`src/hdl/pkt_sched_pkg.sv`:
```
//////////////////////////////////////////////////////////////////////
// Scheduler topology constants, shared field types, port state enum
//////////////////////////////////////////////////////////////////////

package pkt_sched_pkg;

    // Topology
    localparam int NUM_PORTS       = 4;
    localparam int QUEUES_PER_PORT = 4;
    localparam int NUM_QUEUES      = NUM_PORTS * QUEUES_PER_PORT;

    // Packet and word sizes in bytes
    localparam int WORD_BYTES = 64;
    localparam int MTU_BYTES  = 1500;
    localparam int MIN_BYTES  = 64;

    localparam int PORT_W  = $clog2(NUM_PORTS);
    localparam int PRIO_W  = $clog2(QUEUES_PER_PORT);
    localparam int QID_W   = PORT_W + PRIO_W;
    localparam int BLEN_W  = $clog2(MTU_BYTES + 1);
    localparam int WBYTE_W = $clog2(WORD_BYTES + 1);

    typedef logic [PORT_W-1:0]  port_id_t;
    // Higher value wins
    typedef logic [PRIO_W-1:0]  prio_t;
    // Port in the upper bits, priority in the lower bits
    typedef logic [QID_W-1:0]   queue_id_t;
    typedef logic [BLEN_W-1:0]  blen_t;
    typedef logic [WBYTE_W-1:0] word_bytes_t;

    typedef enum logic {
        PORT_IDLE,
        PORT_WAIT
    } port_state_e;

endpackage
```
`src/hdl/pkt_sched_top.sv`:
```
//////////////////////////////////////////////////////////////////////
// Scheduler top level: queue store, arbiter and the egress ports
//////////////////////////////////////////////////////////////////////

`timescale 1ns/100ps

module pkt_sched_top #(
    parameter int QUEUE_DEPTH  = 8,
    parameter int BUF_DEPTH    = 8,
    parameter int SHAPER_DEC   = 8,
    parameter int ETH_OVERHEAD = 20
) (
    input  logic                              core_clk_ifc,
    input  logic                              rst_n,
    input  logic                              enq_valid,
    input  pkt_sched_pkg::queue_id_t          enq_queue,
    input  pkt_sched_pkg::blen_t              enq_blen,
    output logic                              enq_ready,
    output logic [pkt_sched_pkg::NUM_PORTS-1:0] out_valid,
    input  logic [pkt_sched_pkg::NUM_PORTS-1:0] out_ready,
    output logic [pkt_sched_pkg::NUM_PORTS-1:0] out_last,
    output pkt_sched_pkg::word_bytes_t        out_bytes [pkt_sched_pkg::NUM_PORTS],
    output pkt_sched_pkg::prio_t              out_prio [pkt_sched_pkg::NUM_PORTS]
);

    logic [pkt_sched_pkg::NUM_QUEUES-1:0] queue_empty;
    logic [pkt_sched_pkg::NUM_PORTS-1:0]  egr_ready;

    logic                       deq_req_valid;
    pkt_sched_pkg::queue_id_t   deq_req_queue;

    logic                       note_valid;
    pkt_sched_pkg::queue_id_t   note_queue;
    pkt_sched_pkg::word_bytes_t note_bytes;
    logic                       note_last;

    queue_store #(
        .QUEUE_DEPTH ( QUEUE_DEPTH )
    ) i_queue_store (
        .core_clk_ifc  ( core_clk_ifc  ),
        .rst_n         ( rst_n         ),
        .enq_valid     ( enq_valid     ),
        .enq_queue     ( enq_queue     ),
        .enq_blen      ( enq_blen      ),
        .enq_ready     ( enq_ready     ),
        .queue_empty   ( queue_empty   ),
        .deq_req_valid ( deq_req_valid ),
        .deq_req_queue ( deq_req_queue ),
        .note_valid    ( note_valid    ),
        .note_queue    ( note_queue    ),
        .note_bytes    ( note_bytes    ),
        .note_last     ( note_last     )
    );

    sched_arbiter i_sched_arbiter (
        .core_clk_ifc  ( core_clk_ifc  ),
        .rst_n         ( rst_n         ),
        .queue_empty   ( queue_empty   ),
        .egr_ready     ( egr_ready     ),
        .note_valid    ( note_valid    ),
        .note_queue    ( note_queue    ),
        .note_last     ( note_last     ),
        .deq_req_valid ( deq_req_valid ),
        .deq_req_queue ( deq_req_queue )
    );

    // One egress port per port, each filtering the shared notification
    for (genvar p = 0; p < pkt_sched_pkg::NUM_PORTS; p++) begin : g_egress
        egress_port #(
            .BUF_DEPTH    ( BUF_DEPTH    ),
            .SHAPER_DEC   ( SHAPER_DEC   ),
            .ETH_OVERHEAD ( ETH_OVERHEAD ),
            .PORT_NUM     ( p            )
        ) i_egress_port (
            .core_clk_ifc ( core_clk_ifc ),
            .rst_n        ( rst_n        ),
            .note_valid   ( note_valid   ),
            .note_queue   ( note_queue   ),
            .note_bytes   ( note_bytes   ),
            .note_last    ( note_last    ),
            .egr_ready    ( egr_ready[p] ),
            .out_valid    ( out_valid[p] ),
            .out_bytes    ( out_bytes[p] ),
            .out_last     ( out_last[p]  ),
            .out_prio     ( out_prio[p]  ),
            .out_ready    ( out_ready[p] )
        );
    end

endmodule

```
`src/hdl/egress_port.sv`:
```
//////////////////////////////////////////////////////////////////////
// Egress port: word buffer, fill-level ready and byte shaper
//////////////////////////////////////////////////////////////////////

`timescale 1ns/100ps

module egress_port #(
    parameter int BUF_DEPTH    = 8,
    parameter int SHAPER_DEC   = 8,
    parameter int ETH_OVERHEAD = 20,
    parameter int PORT_NUM     = 0
) (
    input  logic                       core_clk_ifc,
    input  logic                       rst_n,
    input  logic                       note_valid,
    input  pkt_sched_pkg::queue_id_t   note_queue,
    input  pkt_sched_pkg::word_bytes_t note_bytes,
    input  logic                       note_last,
    output logic                       egr_ready,
    output logic                       out_valid,
    output pkt_sched_pkg::word_bytes_t out_bytes,
    output logic                       out_last,
    output pkt_sched_pkg::prio_t       out_prio,
    input  logic                       out_ready
);

    localparam int PTR_W = $clog2(BUF_DEPTH);
    localparam int CNT_W = $clog2(BUF_DEPTH + 1);
    localparam int ACC_W = 16;

    pkt_sched_pkg::word_bytes_t buf_bytes [BUF_DEPTH];
    logic                       buf_last  [BUF_DEPTH];
    pkt_sched_pkg::prio_t       buf_prio  [BUF_DEPTH];

    logic [PTR_W-1:0] wr_ptr;
    logic [PTR_W-1:0] rd_ptr;
    logic [CNT_W-1:0] count;

    logic wr_en;
    logic rd_en;

    logic signed [ACC_W-1:0] shaper_acc;
    logic signed [ACC_W-1:0] charge;

    // Keep only notifications addressed to this port
    assign wr_en = note_valid && (note_queue[pkt_sched_pkg::QID_W-1 -: pkt_sched_pkg::PORT_W]
                                  == pkt_sched_pkg::port_id_t'(PORT_NUM));
    assign rd_en = out_valid && out_ready;

    // Two slots of headroom cover the requests still in flight
    assign egr_ready = count <= CNT_W'(BUF_DEPTH - 2);

    assign out_valid = (count != '0) && shaper_acc[ACC_W-1];
    assign out_bytes = buf_bytes[rd_ptr];
    assign out_last  = buf_last[rd_ptr];
    assign out_prio  = buf_prio[rd_ptr];

    always_ff @(posedge core_clk_ifc) begin
        if (wr_en) begin
            buf_bytes[wr_ptr] <= note_bytes;
            buf_last[wr_ptr]  <= note_last;
            buf_prio[wr_ptr]  <= note_queue[pkt_sched_pkg::PRIO_W-1:0];
        end
    end

    always_ff @(posedge core_clk_ifc or negedge rst_n) begin
        if (!rst_n) begin
            wr_ptr <= '0;
            rd_ptr <= '0;
            count  <= '0;
        end else begin
            if (wr_en) begin
                wr_ptr <= (wr_ptr == PTR_W'(BUF_DEPTH - 1)) ? '0 : wr_ptr + 1'b1;
            end
            if (rd_en) begin
                rd_ptr <= (rd_ptr == PTR_W'(BUF_DEPTH - 1)) ? '0 : rd_ptr + 1'b1;
            end
            count <= count + CNT_W'(wr_en) - CNT_W'(rd_en);
        end
    end

    ///////////////////////////////////////////////////////////////////////
    // Byte shaper

    // Word bytes, plus line overhead once per packet
    assign charge = ACC_W'(out_bytes) + (out_last ? ACC_W'(ETH_OVERHEAD) : '0);

    always_ff @(posedge core_clk_ifc or negedge rst_n) begin
        if (!rst_n) begin
            shaper_acc <= -1;
        end else if (rd_en) begin
            shaper_acc <= shaper_acc + charge - ACC_W'(SHAPER_DEC);
        end else if (!shaper_acc[ACC_W-1]) begin
            // Drains while in debt, holds once credit is available
            shaper_acc <= shaper_acc - ACC_W'(SHAPER_DEC);
        end
    end

endmodule

```
`src/hdl/sched_arbiter.sv`:
```
//////////////////////////////////////////////////////////////////////
// Strict-priority queue pick per port, round-robin port grant
//////////////////////////////////////////////////////////////////////

`timescale 1ns/100ps

module sched_arbiter (
    input  logic                                 core_clk_ifc,
    input  logic                                 rst_n,
    input  logic [pkt_sched_pkg::NUM_QUEUES-1:0] queue_empty,
    input  logic [pkt_sched_pkg::NUM_PORTS-1:0]  egr_ready,
    input  logic                                 note_valid,
    input  pkt_sched_pkg::queue_id_t             note_queue,
    input  logic                                 note_last,
    output logic                                 deq_req_valid,
    output pkt_sched_pkg::queue_id_t             deq_req_queue
);

    localparam int NP  = pkt_sched_pkg::NUM_PORTS;
    localparam int QPP = pkt_sched_pkg::QUEUES_PER_PORT;

    pkt_sched_pkg::port_state_e port_state [NP];
    logic [NP-1:0]              locked;
    pkt_sched_pkg::prio_t       lock_prio [NP];
    // Last granted port
    pkt_sched_pkg::port_id_t    rr_ptr;

    logic [NP-1:0]           eligible;
    pkt_sched_pkg::prio_t    pick_prio [NP];
    logic                    grant_valid;
    pkt_sched_pkg::port_id_t grant_port;
    pkt_sched_pkg::port_id_t note_port;

    assign note_port = note_queue[pkt_sched_pkg::QID_W-1 -: pkt_sched_pkg::PORT_W];

    ///////////////////////////////////////////////////////////////////////
    // Queue choice within each port

    always_comb begin
        for (int p = 0; p < NP; p++) begin
            pick_prio[p] = '0;
            // Ascending scan, so the highest non-empty queue wins
            for (int q = 0; q < QPP; q++) begin
                if (!queue_empty[p*QPP + q]) begin
                    pick_prio[p] = pkt_sched_pkg::prio_t'(q);
                end
            end
            if (locked[p]) begin
                pick_prio[p] = lock_prio[p];
            end
            eligible[p] = (port_state[p] == pkt_sched_pkg::PORT_IDLE) && egr_ready[p]
                          && !(&queue_empty[p*QPP +: QPP]);
        end
    end

    ///////////////////////////////////////////////////////////////////////
    // Round-robin grant starting after rr_ptr

    always_comb begin
        pkt_sched_pkg::port_id_t cand;
        grant_valid = 1'b0;
        grant_port  = rr_ptr;
        // Descending scan, the nearest eligible port is written last
        for (int i = NP; i >= 1; i--) begin
            cand = pkt_sched_pkg::port_id_t'((int'(rr_ptr) + i) % NP);
            if (eligible[cand]) begin
                grant_valid = 1'b1;
                grant_port  = cand;
            end
        end
    end

    always_ff @(posedge core_clk_ifc or negedge rst_n) begin
        if (!rst_n) begin
            deq_req_valid <= 1'b0;
            rr_ptr        <= pkt_sched_pkg::port_id_t'(NP - 1);
            locked        <= '0;
            for (int p = 0; p < NP; p++) begin
                port_state[p] <= pkt_sched_pkg::PORT_IDLE;
            end
        end else begin
            deq_req_valid <= grant_valid;
            if (grant_valid) begin
                rr_ptr                 <= grant_port;
                port_state[grant_port] <= pkt_sched_pkg::PORT_WAIT;
                locked[grant_port]     <= 1'b1;
            end
            // A waiting port is never granted, so no clash with the grant above
            if (note_valid) begin
                port_state[note_port] <= pkt_sched_pkg::PORT_IDLE;
                if (note_last) begin
                    locked[note_port] <= 1'b0;
                end
            end
        end
    end

    always_ff @(posedge core_clk_ifc) begin
        if (grant_valid) begin
            deq_req_queue         <= {grant_port, pick_prio[grant_port]};
            lock_prio[grant_port] <= pick_prio[grant_port];
        end
    end

endmodule

```
`src/hdl/queue_store.sv`:
```
//////////////////////////////////////////////////////////////////////
// Per-queue length FIFOs with head segmentation into words
//////////////////////////////////////////////////////////////////////

`timescale 1ns/100ps

module queue_store #(
    parameter int QUEUE_DEPTH = 8
) (
    input  logic                                 core_clk_ifc,
    input  logic                                 rst_n,
    input  logic                                 enq_valid,
    input  pkt_sched_pkg::queue_id_t             enq_queue,
    input  pkt_sched_pkg::blen_t                 enq_blen,
    output logic                                 enq_ready,
    output logic [pkt_sched_pkg::NUM_QUEUES-1:0] queue_empty,
    input  logic                                 deq_req_valid,
    input  pkt_sched_pkg::queue_id_t             deq_req_queue,
    output logic                                 note_valid,
    output pkt_sched_pkg::queue_id_t             note_queue,
    output pkt_sched_pkg::word_bytes_t           note_bytes,
    output logic                                 note_last
);

    localparam int NQ    = pkt_sched_pkg::NUM_QUEUES;
    localparam int PTR_W = $clog2(QUEUE_DEPTH);
    localparam int CNT_W = $clog2(QUEUE_DEPTH + 1);

    pkt_sched_pkg::blen_t len_mem [NQ][QUEUE_DEPTH];
    pkt_sched_pkg::blen_t rem_len [NQ];

    logic [PTR_W-1:0] wr_ptr  [NQ];
    logic [PTR_W-1:0] rd_ptr  [NQ];
    logic [CNT_W-1:0] count   [NQ];
    // Head packet already partly sent, so rem_len holds its remainder
    logic [NQ-1:0]    started;

    logic          enq_fire;
    logic [NQ-1:0] push_q;
    logic [NQ-1:0] pop_q;

    pkt_sched_pkg::blen_t head_len;

    // Stage one registers
    logic                       s1_valid;
    pkt_sched_pkg::queue_id_t   s1_queue;
    pkt_sched_pkg::word_bytes_t s1_bytes;
    logic                       s1_last;
    pkt_sched_pkg::blen_t       s1_rem;

    assign enq_ready = count[enq_queue] < CNT_W'(QUEUE_DEPTH);
    assign enq_fire  = enq_valid && enq_ready;

    always_comb begin
        for (int q = 0; q < NQ; q++) begin
            queue_empty[q] = (count[q] == '0);
            push_q[q]      = enq_fire && (enq_queue == pkt_sched_pkg::queue_id_t'(q));
            pop_q[q]       = s1_valid && s1_last && (s1_queue == pkt_sched_pkg::queue_id_t'(q));
        end
    end

    // Remaining bytes of the requested head packet
    assign head_len = started[deq_req_queue] ? rem_len[deq_req_queue]
                                             : len_mem[deq_req_queue][rd_ptr[deq_req_queue]];

    ///////////////////////////////////////////////////////////////////////
    // Pointers, counts and pipeline valids

    always_ff @(posedge core_clk_ifc or negedge rst_n) begin
        if (!rst_n) begin
            for (int q = 0; q < NQ; q++) begin
                wr_ptr[q] <= '0;
                rd_ptr[q] <= '0;
                count[q]  <= '0;
            end
            started    <= '0;
            s1_valid   <= 1'b0;
            note_valid <= 1'b0;
        end else begin
            s1_valid   <= deq_req_valid;
            note_valid <= s1_valid;
            for (int q = 0; q < NQ; q++) begin
                if (push_q[q]) begin
                    wr_ptr[q] <= (wr_ptr[q] == PTR_W'(QUEUE_DEPTH - 1)) ? '0 : wr_ptr[q] + 1'b1;
                end
                if (pop_q[q]) begin
                    rd_ptr[q] <= (rd_ptr[q] == PTR_W'(QUEUE_DEPTH - 1)) ? '0 : rd_ptr[q] + 1'b1;
                end
                count[q] <= count[q] + CNT_W'(push_q[q]) - CNT_W'(pop_q[q]);
            end
            // Stage two: pop on the last word, otherwise keep the remainder
            if (s1_valid) begin
                started[s1_queue] <= !s1_last;
            end
        end
    end

    ///////////////////////////////////////////////////////////////////////
    // Length storage and word payload

    always_ff @(posedge core_clk_ifc) begin
        if (enq_fire) begin
            len_mem[enq_queue][wr_ptr[enq_queue]] <= enq_blen;
        end

        // Stage one: word size and last flag for the head packet
        s1_queue <= deq_req_queue;
        s1_last  <= head_len <= pkt_sched_pkg::BLEN_W'(pkt_sched_pkg::WORD_BYTES);
        s1_rem   <= head_len - pkt_sched_pkg::BLEN_W'(pkt_sched_pkg::WORD_BYTES);
        if (head_len <= pkt_sched_pkg::BLEN_W'(pkt_sched_pkg::WORD_BYTES)) begin
            s1_bytes <= pkt_sched_pkg::word_bytes_t'(head_len);
        end else begin
            s1_bytes <= pkt_sched_pkg::word_bytes_t'(pkt_sched_pkg::WORD_BYTES);
        end

        if (s1_valid && !s1_last) begin
            rem_len[s1_queue] <= s1_rem;
        end
        note_queue <= s1_queue;
        note_bytes <= s1_bytes;
        note_last  <= s1_last;
    end

endmodule

```
`config.mk`:
```
export PLATFORM = sky130hd
export DESIGN_NAME = pkt_sched_top
export DESIGN_NICKNAME = d
export VERILOG_FILES = /design/src/hdl/pkt_sched_pkg.sv /design/src/hdl/pkt_sched_top.sv /design/src/hdl/egress_port.sv /design/src/hdl/sched_arbiter.sv /design/src/hdl/queue_store.sv
export SDC_FILE = /design/constraint.sdc
export NUM_CORES = 2
export LEC_CHECK = 0
export BUFFER_PORTS_ARGS = -buffer_cell sky130_fd_sc_hd__clkbuf_2
export CORE_UTILIZATION = 40
export CTS_CLUSTER_DIAMETER = 200
export CTS_CLUSTER_SIZE = 20
export DETAILED_ROUTE_END_ITERATION = 6
export GPL_TIMING_DRIVEN = 0
export HOLD_SLACK_MARGIN = 0.03
export SETUP_SLACK_MARGIN = 0.02
export SLEW_MARGIN = 20
export SYNTH_ARGS = -nofsm -noshare
export SYNTH_HDL_FRONTEND = slang
export SYNTH_SLANG_ARGS = --single-unit
```
`constraint.sdc`:
```
create_clock -name core_clk_ifc -period 15.55 [get_ports core_clk_ifc]
set_input_delay 3.11 -clock core_clk_ifc [delete_from_list [all_inputs] [get_ports core_clk_ifc]]
set_output_delay 3.11 -clock core_clk_ifc [all_outputs]
set_load 0.03 [all_outputs]
```
After elaboration in Yosys (flattened, before gate mapping)
Memories as Yosys holds them, arrays and structs flattened. A register that Yosys moved wholly into a read port is not among the register bits.
Index checks and enable logic that the tools add are counted.
{"block": "classes", "muxes": 136, "n_bitwise": 16, "n_lt_le_gt_ge": 26, "reduce_logical": 93, "n_eq_ne": 77, "n_addsub": 101}
{"op": "3-bit 2-to-1 mux", "count": 44}
{"op": "16-bit 2-to-1 mux", "count": 8}
{"op": "16-bit by 5-bit subtractor with 16-bit output, second input constant", "count": 8}
{"op": "3-bit by 1-bit adder with 3-bit output, second input constant", "count": 40}
{"op": "3-bit == test, second input constant", "count": 40}
{"op": "88-bit 2-to-1 mux", "count": 1}
{"op": "4-bit by 1-bit adder with 4-bit output", "count": 20}
{"op": "4-bit by 1-bit subtractor with 4-bit output", "count": 20}
{"op": "4-bit logical NOT", "count": 18}
{"op": "16-bit adder", "count": 4}
{"op": "7-bit by 16-bit adder with 16-bit output", "count": 4}
{"op": "4-bit == test, second input constant", "count": 16}
{"op": "1-bit logical AND", "count": 61}
{"op": "11-bit 2-to-1 mux", "count": 4}
{"op": "2-bit 2-to-1 mux", "count": 18}
{"op": "4-bit 2-to-1 mux", "count": 9}
{"op": "11-bit binary-select mux with 3-bit select", "count": 1}
{"op": "11-bit demux with 3-bit select", "count": 1}
{"op": "4-bit by 3-bit == test with 1-bit output, second input constant", "count": 8}
{"op": "1-bit 2-to-1 mux", "count": 31}
{"op": "3-bit binary-select mux with 4-bit select", "count": 2}
{"op": "5-bit 2-to-1 mux", "count": 4}
{"op": "2-bit by 3-bit less-than comparator with 1-bit output, second input constant", "count": 6}
{"op": "4-bit binary-select mux with 4-bit select", "count": 1}
{"op": "other kinds (36)", "count": 80}
{"block": "totals", "memories": 15, "ff_bits": 332, "ram_bits": 1912, "wordCells": 550}
{"memory": "i_queue_store.len_mem", "words": 16, "word_bits": 88, "rd": 1, "rd_clocked_by_memory_dff": 1, "write_ports": 1, "line": "queue_store.sv:29", "text": "pkt_sched_pkg::blen_t len_mem [NQ][QUEUE_DEPTH];"}
{"memory": "i_queue_store.rem_len", "words": 16, "word_bits": 11, "rd": 1, "rd_clocked_by_memory_dff": 1, "write_ports": 1, "line": "queue_store.sv:30", "text": "pkt_sched_pkg::blen_t rem_len [NQ];"}
{"memory": "g_egress[0].i_egress_port.buf_bytes", "words": 8, "word_bits": 7, "rd": 1, "rd_clocked_by_memory_dff": 0, "write_ports": 1, "line": "egress_port.sv:31", "text": "pkt_sched_pkg::word_bytes_t buf_bytes [BUF_DEPTH];"}
{"memory": "g_egress[1].i_egress_port.buf_bytes", "words": 8, "word_bits": 7, "rd": 1, "rd_clocked_by_memory_dff": 0, "write_ports": 1, "line": "egress_port.sv:31"}
{"memory": "g_egress[2].i_egress_port.buf_bytes", "words": 8, "word_bits": 7, "rd": 1, "rd_clocked_by_memory_dff": 0, "write_ports": 1, "line": "egress_port.sv:31"}
{"memory": "g_egress[3].i_egress_port.buf_bytes", "words": 8, "word_bits": 7, "rd": 1, "rd_clocked_by_memory_dff": 0, "write_ports": 1, "line": "egress_port.sv:31"}
{"memory": "9 more memories"}

Longest topological paths before layout
{"block": "logic_depth", "ltp_word": 19, "ltp_mapped": 18}

Modules after synthesis
From an unflattened synthesis, not the netlist that was laid out.
{"block": "unflattened", "hier_cells": 5335, "area_unflattened_um2": 95567.9}
{"module": "queue_store", "instances": 1, "area_each_um2": 72475.8, "cells_per_inst": 3611, "seq_area_each_um2": 52720.6}
{"module": "egress_port at g_egress[1].i_egress_port", "instances": 1, "area_each_um2": 5459.0, "cells_per_inst": 404, "seq_area_each_um2": 3072.9}
{"module": "egress_port at g_egress[2].i_egress_port", "instances": 1, "area_each_um2": 5454.0, "cells_per_inst": 405, "seq_area_each_um2": 3072.9}
{"module": "egress_port at g_egress[0].i_egress_port", "instances": 1, "area_each_um2": 5452.7, "cells_per_inst": 400, "seq_area_each_um2": 3072.9}
{"module": "egress_port at g_egress[3].i_egress_port", "instances": 1, "area_each_um2": 5441.5, "cells_per_inst": 398, "seq_area_each_um2": 3072.9}
{"module": "sched_arbiter", "instances": 1, "area_each_um2": 1285.0, "cells_per_inst": 117, "seq_area_each_um2": 638.1}

Least setup slack after synthesis
No wires, ideal clock.
{"block": "synth_timing", "path_kind": "input to output", "start": "input enq_queue[0]", "end": "output enq_ready", "n_path_buf": 1, "setup_slack_ps": 7858, "arrival_ps": 4582, "t_required_ps": 12440, "cell_stages": 4, "cell_sequence": "clkbuf_1 -> mux4_2 -> mux4_2 -> inv_1"}
{"block": "synth_via", "elab_chain_len": 5}
{"element": "start, declared", "line": "pkt_sched_top.sv:16", "text": "input pkt_sched_pkg::queue_id_t enq_queue,"}
{"element": "4-bit NOT with 5-bit output (implied by the code)", "line": "queue_store.sv:51", "text": "assign enq_ready = count[enq_queue] < CNT_W'(QUEUE_DEPTH);"}
{"element": "4-bit binary-select mux with 4-bit select", "line": "queue_store.sv:51"}
{"element": "4-bit 2-to-1 mux (implied by the code) (2 in a row)", "line": "queue_store.sv:51"}
{"element": "4-bit less-than comparator", "line": "queue_store.sv:51"}
{"element": "end, declared", "line": "pkt_sched_top.sv:18", "text": "output logic enq_ready,"}
No other way between the ends. The select of a mux whose other input is x is not followed.

Final worst setup path
Same ends and word-level chain as after synthesis.

==> results_dict.tcl <==
set metrics [dict create \
    synth.top_cell.area_share_pct 60.1 \
    p_leak_nw 36.8 \
    worst_pin_slew_ns 1.36 \
    area_growth_syn_to_layout_pct 10.3 \
    dp_hpwl_mm 192 \
    h-tree-depth 4 \
    die_w_um 491 \
    route.detailed.drc 28 \
    viasPerCell 5.88 \
    synth_cell_type_count 94 \
    worstSetupPathType "input port to output pin" \
    clk_path_buf_depth 3 \
    fin_util_pct 44.4 \
    first_global_vias 51500 \
    syn_avg_cell_area_um2 17.5 \
    cp.required_ns 12.44 \
    drive_gt1_share_pct 22.6 \
    ys_warn_count 0 \
    violations "DRC" \
    initial_utilization_pct 40.2 \
    critPathArrivalTime_ns 5.08 \
    coreArea_um2 238000 \
    synth_cells 5467 \
    rows 179 \
    ys.flop_type "edfxtp_1" \
    routed-via-count 52700 \
    cts_made_buffers 130 \
    r2r_slack_ns 8.21 \
    wirelength_mm 282 \
    grt_max_degree 125 \
    place_congestion 0.978 \
    tritoncts "yes" \
    num_io_pins 67 \
    drtAntennaViolNets 0 \
    post_cts_buffers 0 \
    grt_pass1_wl_mm 394 \
    synth_edf_count 1916 \
    ys_seq_area_share_pct 68.6 \
    hold_viol 0 \
    io_buffers 65 \
    period_minus_slack_ns 8.19 \
    yosysTopAreaCell "edfxtp_1" \
    max_freq_mhz 122 \
    finClkSkew_ns 0.0870 \
    syn_area_um2 95800 \
    tns_ns 0 \
    power.total_w 0.0212 \
    cts_root_buf "clkbuf_16" \
    rsz0062_at_grt "false" \
    crit_fanout 5 \
    powerDensity_nw_per_um2 200 \
    maxSlewViolCount 0 \
    drt_iter0_drc 6717 \
    ys_ff_latch 2248 \
    cp-end-kind "output pin" \
    status "finished, violations left" \
    die-area_um2 241000 \
    maxCapViolCount 0 \
    overflow 0 \
    clkSinkCount 2248 \
    hold_path.class "flip-flop to flip-flop" \
    grt_antenna_before_repair 13 \
    die_h_um 491 \
    cts_resized 0 \
    slew_headroom_pct 9.28 \
    track_usage_pct 23.3 \
    fin_crit_sh_pct 52.7 \
    firstDrtPassIters 7 \
    layout.nets 6148 \
    finalSetupViolations 0 \
    clk_pin_slew_ns 0.08 \
    synthTopCellsByArea "edfxtp_1 60%, mux4_2 12%, dfrtp_1 5.9%" \
    start_kind "input port" \
    cts-hold-fix-buffers 0 \
    ir_worst_vdd_mv 0.137 \
    clkLatencyLatePin_ns 0.87 \
    synth_fp_nets 5867 \
    async_flop_share_pct 13.0 \
    wl_per_cell_um 31.4 \
]
## where the power goes
part / total, W / leakage, nW / internal, W / switching (W)
Combinational: 0.00969 / 13.9 / 0.00362 / 0.00607
Sequential: 0.00788 / 21.1 / 0.00738 / 0.000500
Clock: 0.00360 / 1.78 / 0.00159 / 0.00202
## registers in the layout, summed over array words and instances, names as in the netlist, 4 cells and up, named ones only
| register | count |
|---|---|
| i_queue_store.note_queue | 4 |
| g_egress.i_egress_port.rd_ptr | 12 |
| i_queue_store.s1_bytes | 7 |
| i_queue_store.note_bytes | 7 |
| i_sched_arbiter.port_state | 4 |
| g_egress.i_egress_port.count | 16 |
| i_sched_arbiter.locked | 4 |
| g_egress.i_egress_port.wr_ptr | 12 |
| g_egress.i_egress_port.buf_bytes | 224 |
| i_queue_store.len_mem | 1408 |
| g_egress.i_egress_port.shaper_acc | 64 |
| i_queue_store.count | 64 |
| i_queue_store.s1_queue | 4 |
| g_egress.i_egress_port.buf_prio | 64 |
| i_queue_store.s1_rem | 11 |
| i_queue_store.rem_len | 176 |
| i_sched_arbiter.deq_req_queue | 4 |
| i_sched_arbiter.lock_prio | 8 |
| g_egress.i_egress_port.buf_last | 32 |
| i_queue_store.wr_ptr | 48 |
| i_queue_store.rd_ptr | 48 |
| i_queue_store.started | 16 |
## layout make-up
class	instances	area (µm²)
multi-input cells	2637	28000
inverters	364	1370
clock inverters	14	246
plain buffers	218	1280
well taps	3167	3960
repair buffers	149	1670
flip-flops and latches	2248	65700
diodes	2	5.00
clock buffers	172	3450
fillers	20400	132000
## cell usage after synthesis, drive strengths merged (39+ instances only)
cell type	number
mux2i	94
clkbuf	93
dfrtp	227
dfxtp	39
mux4	522
nand3	101
nor2	320
a21oi	95
ha	346
edfxtp	1916
o21ai	80
mux2	91
a22oi	55
nor3	92
xnor2	47
a21o	57
buf	125
xor2	48
inv	360
dfstp	66
nand2	267
## metrics by stage
step	std cells	setup slack (ns)	instance area (µm²)	hold WS (ns)
2_1_floorplan	5467	7.86	95800	0.310
3_3_place_gp	8699	4.27	100000	0.311
3_5_place_dp	8783	6.83	102000	0.312
4_1_cts	8969	7.28	106000	0.331
5_1_grt	8970	7.24	106000	0.341
6_report	8971	7.36	106000	0.328
## logic make-up (layout without fill, tap and decap cells)
group | Yosys count | after routing | synth area share [%]
other cells | 0 | 2 | 0
buf+inv | 582 | 917 | 2.73
flops | 2248 | 2248 | 68.6
xor+xnor | 95 | 95 | 0.869
mux | 707 | 707 | 14.4
simple gates | 951 | 951 | 4.53
fa+ha+maj | 378 | 378 | 5.19
compound gates | 506 | 506 | 3.70
## metal layers
layer	vias to the layer above	global-route usage (%)	share of wire [%]
met5	-	0	0.093
met4	14	9.44	4.6
met3	561	6.12	10
met2	2658	36.1	46
met1	27700	31.1	39
li1	21800	-	-
## critical path, stage by stage
cell and delay (ns):
clkbuf_1 0.39, mux4_2 0.63, mux4_2 0.55, inv_1 0.12
clkbuf_2 0.27
## layout by cell type (no fill, tap or decap), drive strengths merged, types with 31 or more instances in the layout
master	n
o21ai	80
ha	346
nand2b	31
nor2	320
mux4	522
a21o	57
dfstp	66
mux2	91
fa	32
mux2i	94
buf	209
clkbuf	330
a21oi	95
xnor2	47
dfrtp	227
nor3	92
inv	369
edfxtp	1916
nand2	267
dfxtp	39
xor2	48
a22oi	55
nand3	101
o211ai	36
## final timing paths
| check | from | to | cells after the start |
|---|---|---|---|
| max | enq_queue[0] | enq_ready | 5 |
| min | i_queue_store.s1_bytes[4] | i_queue_store.note_bytes[4] | 0 |
| max reg2reg | flip-flop | i_queue_store.s1_bytes[5] | 14 |
| min reg2reg | i_queue_store.s1_bytes[4] | i_queue_store.note_bytes[4] | 0 |
| max in group asynchronous | rst_n | i_queue_store.wr_ptr[10] | 4 |
| min in group asynchronous | rst_n | g_egress[1].i_egress_port.rd_ptr[1] | 1 |
Power figures use the tool's default switching activity.
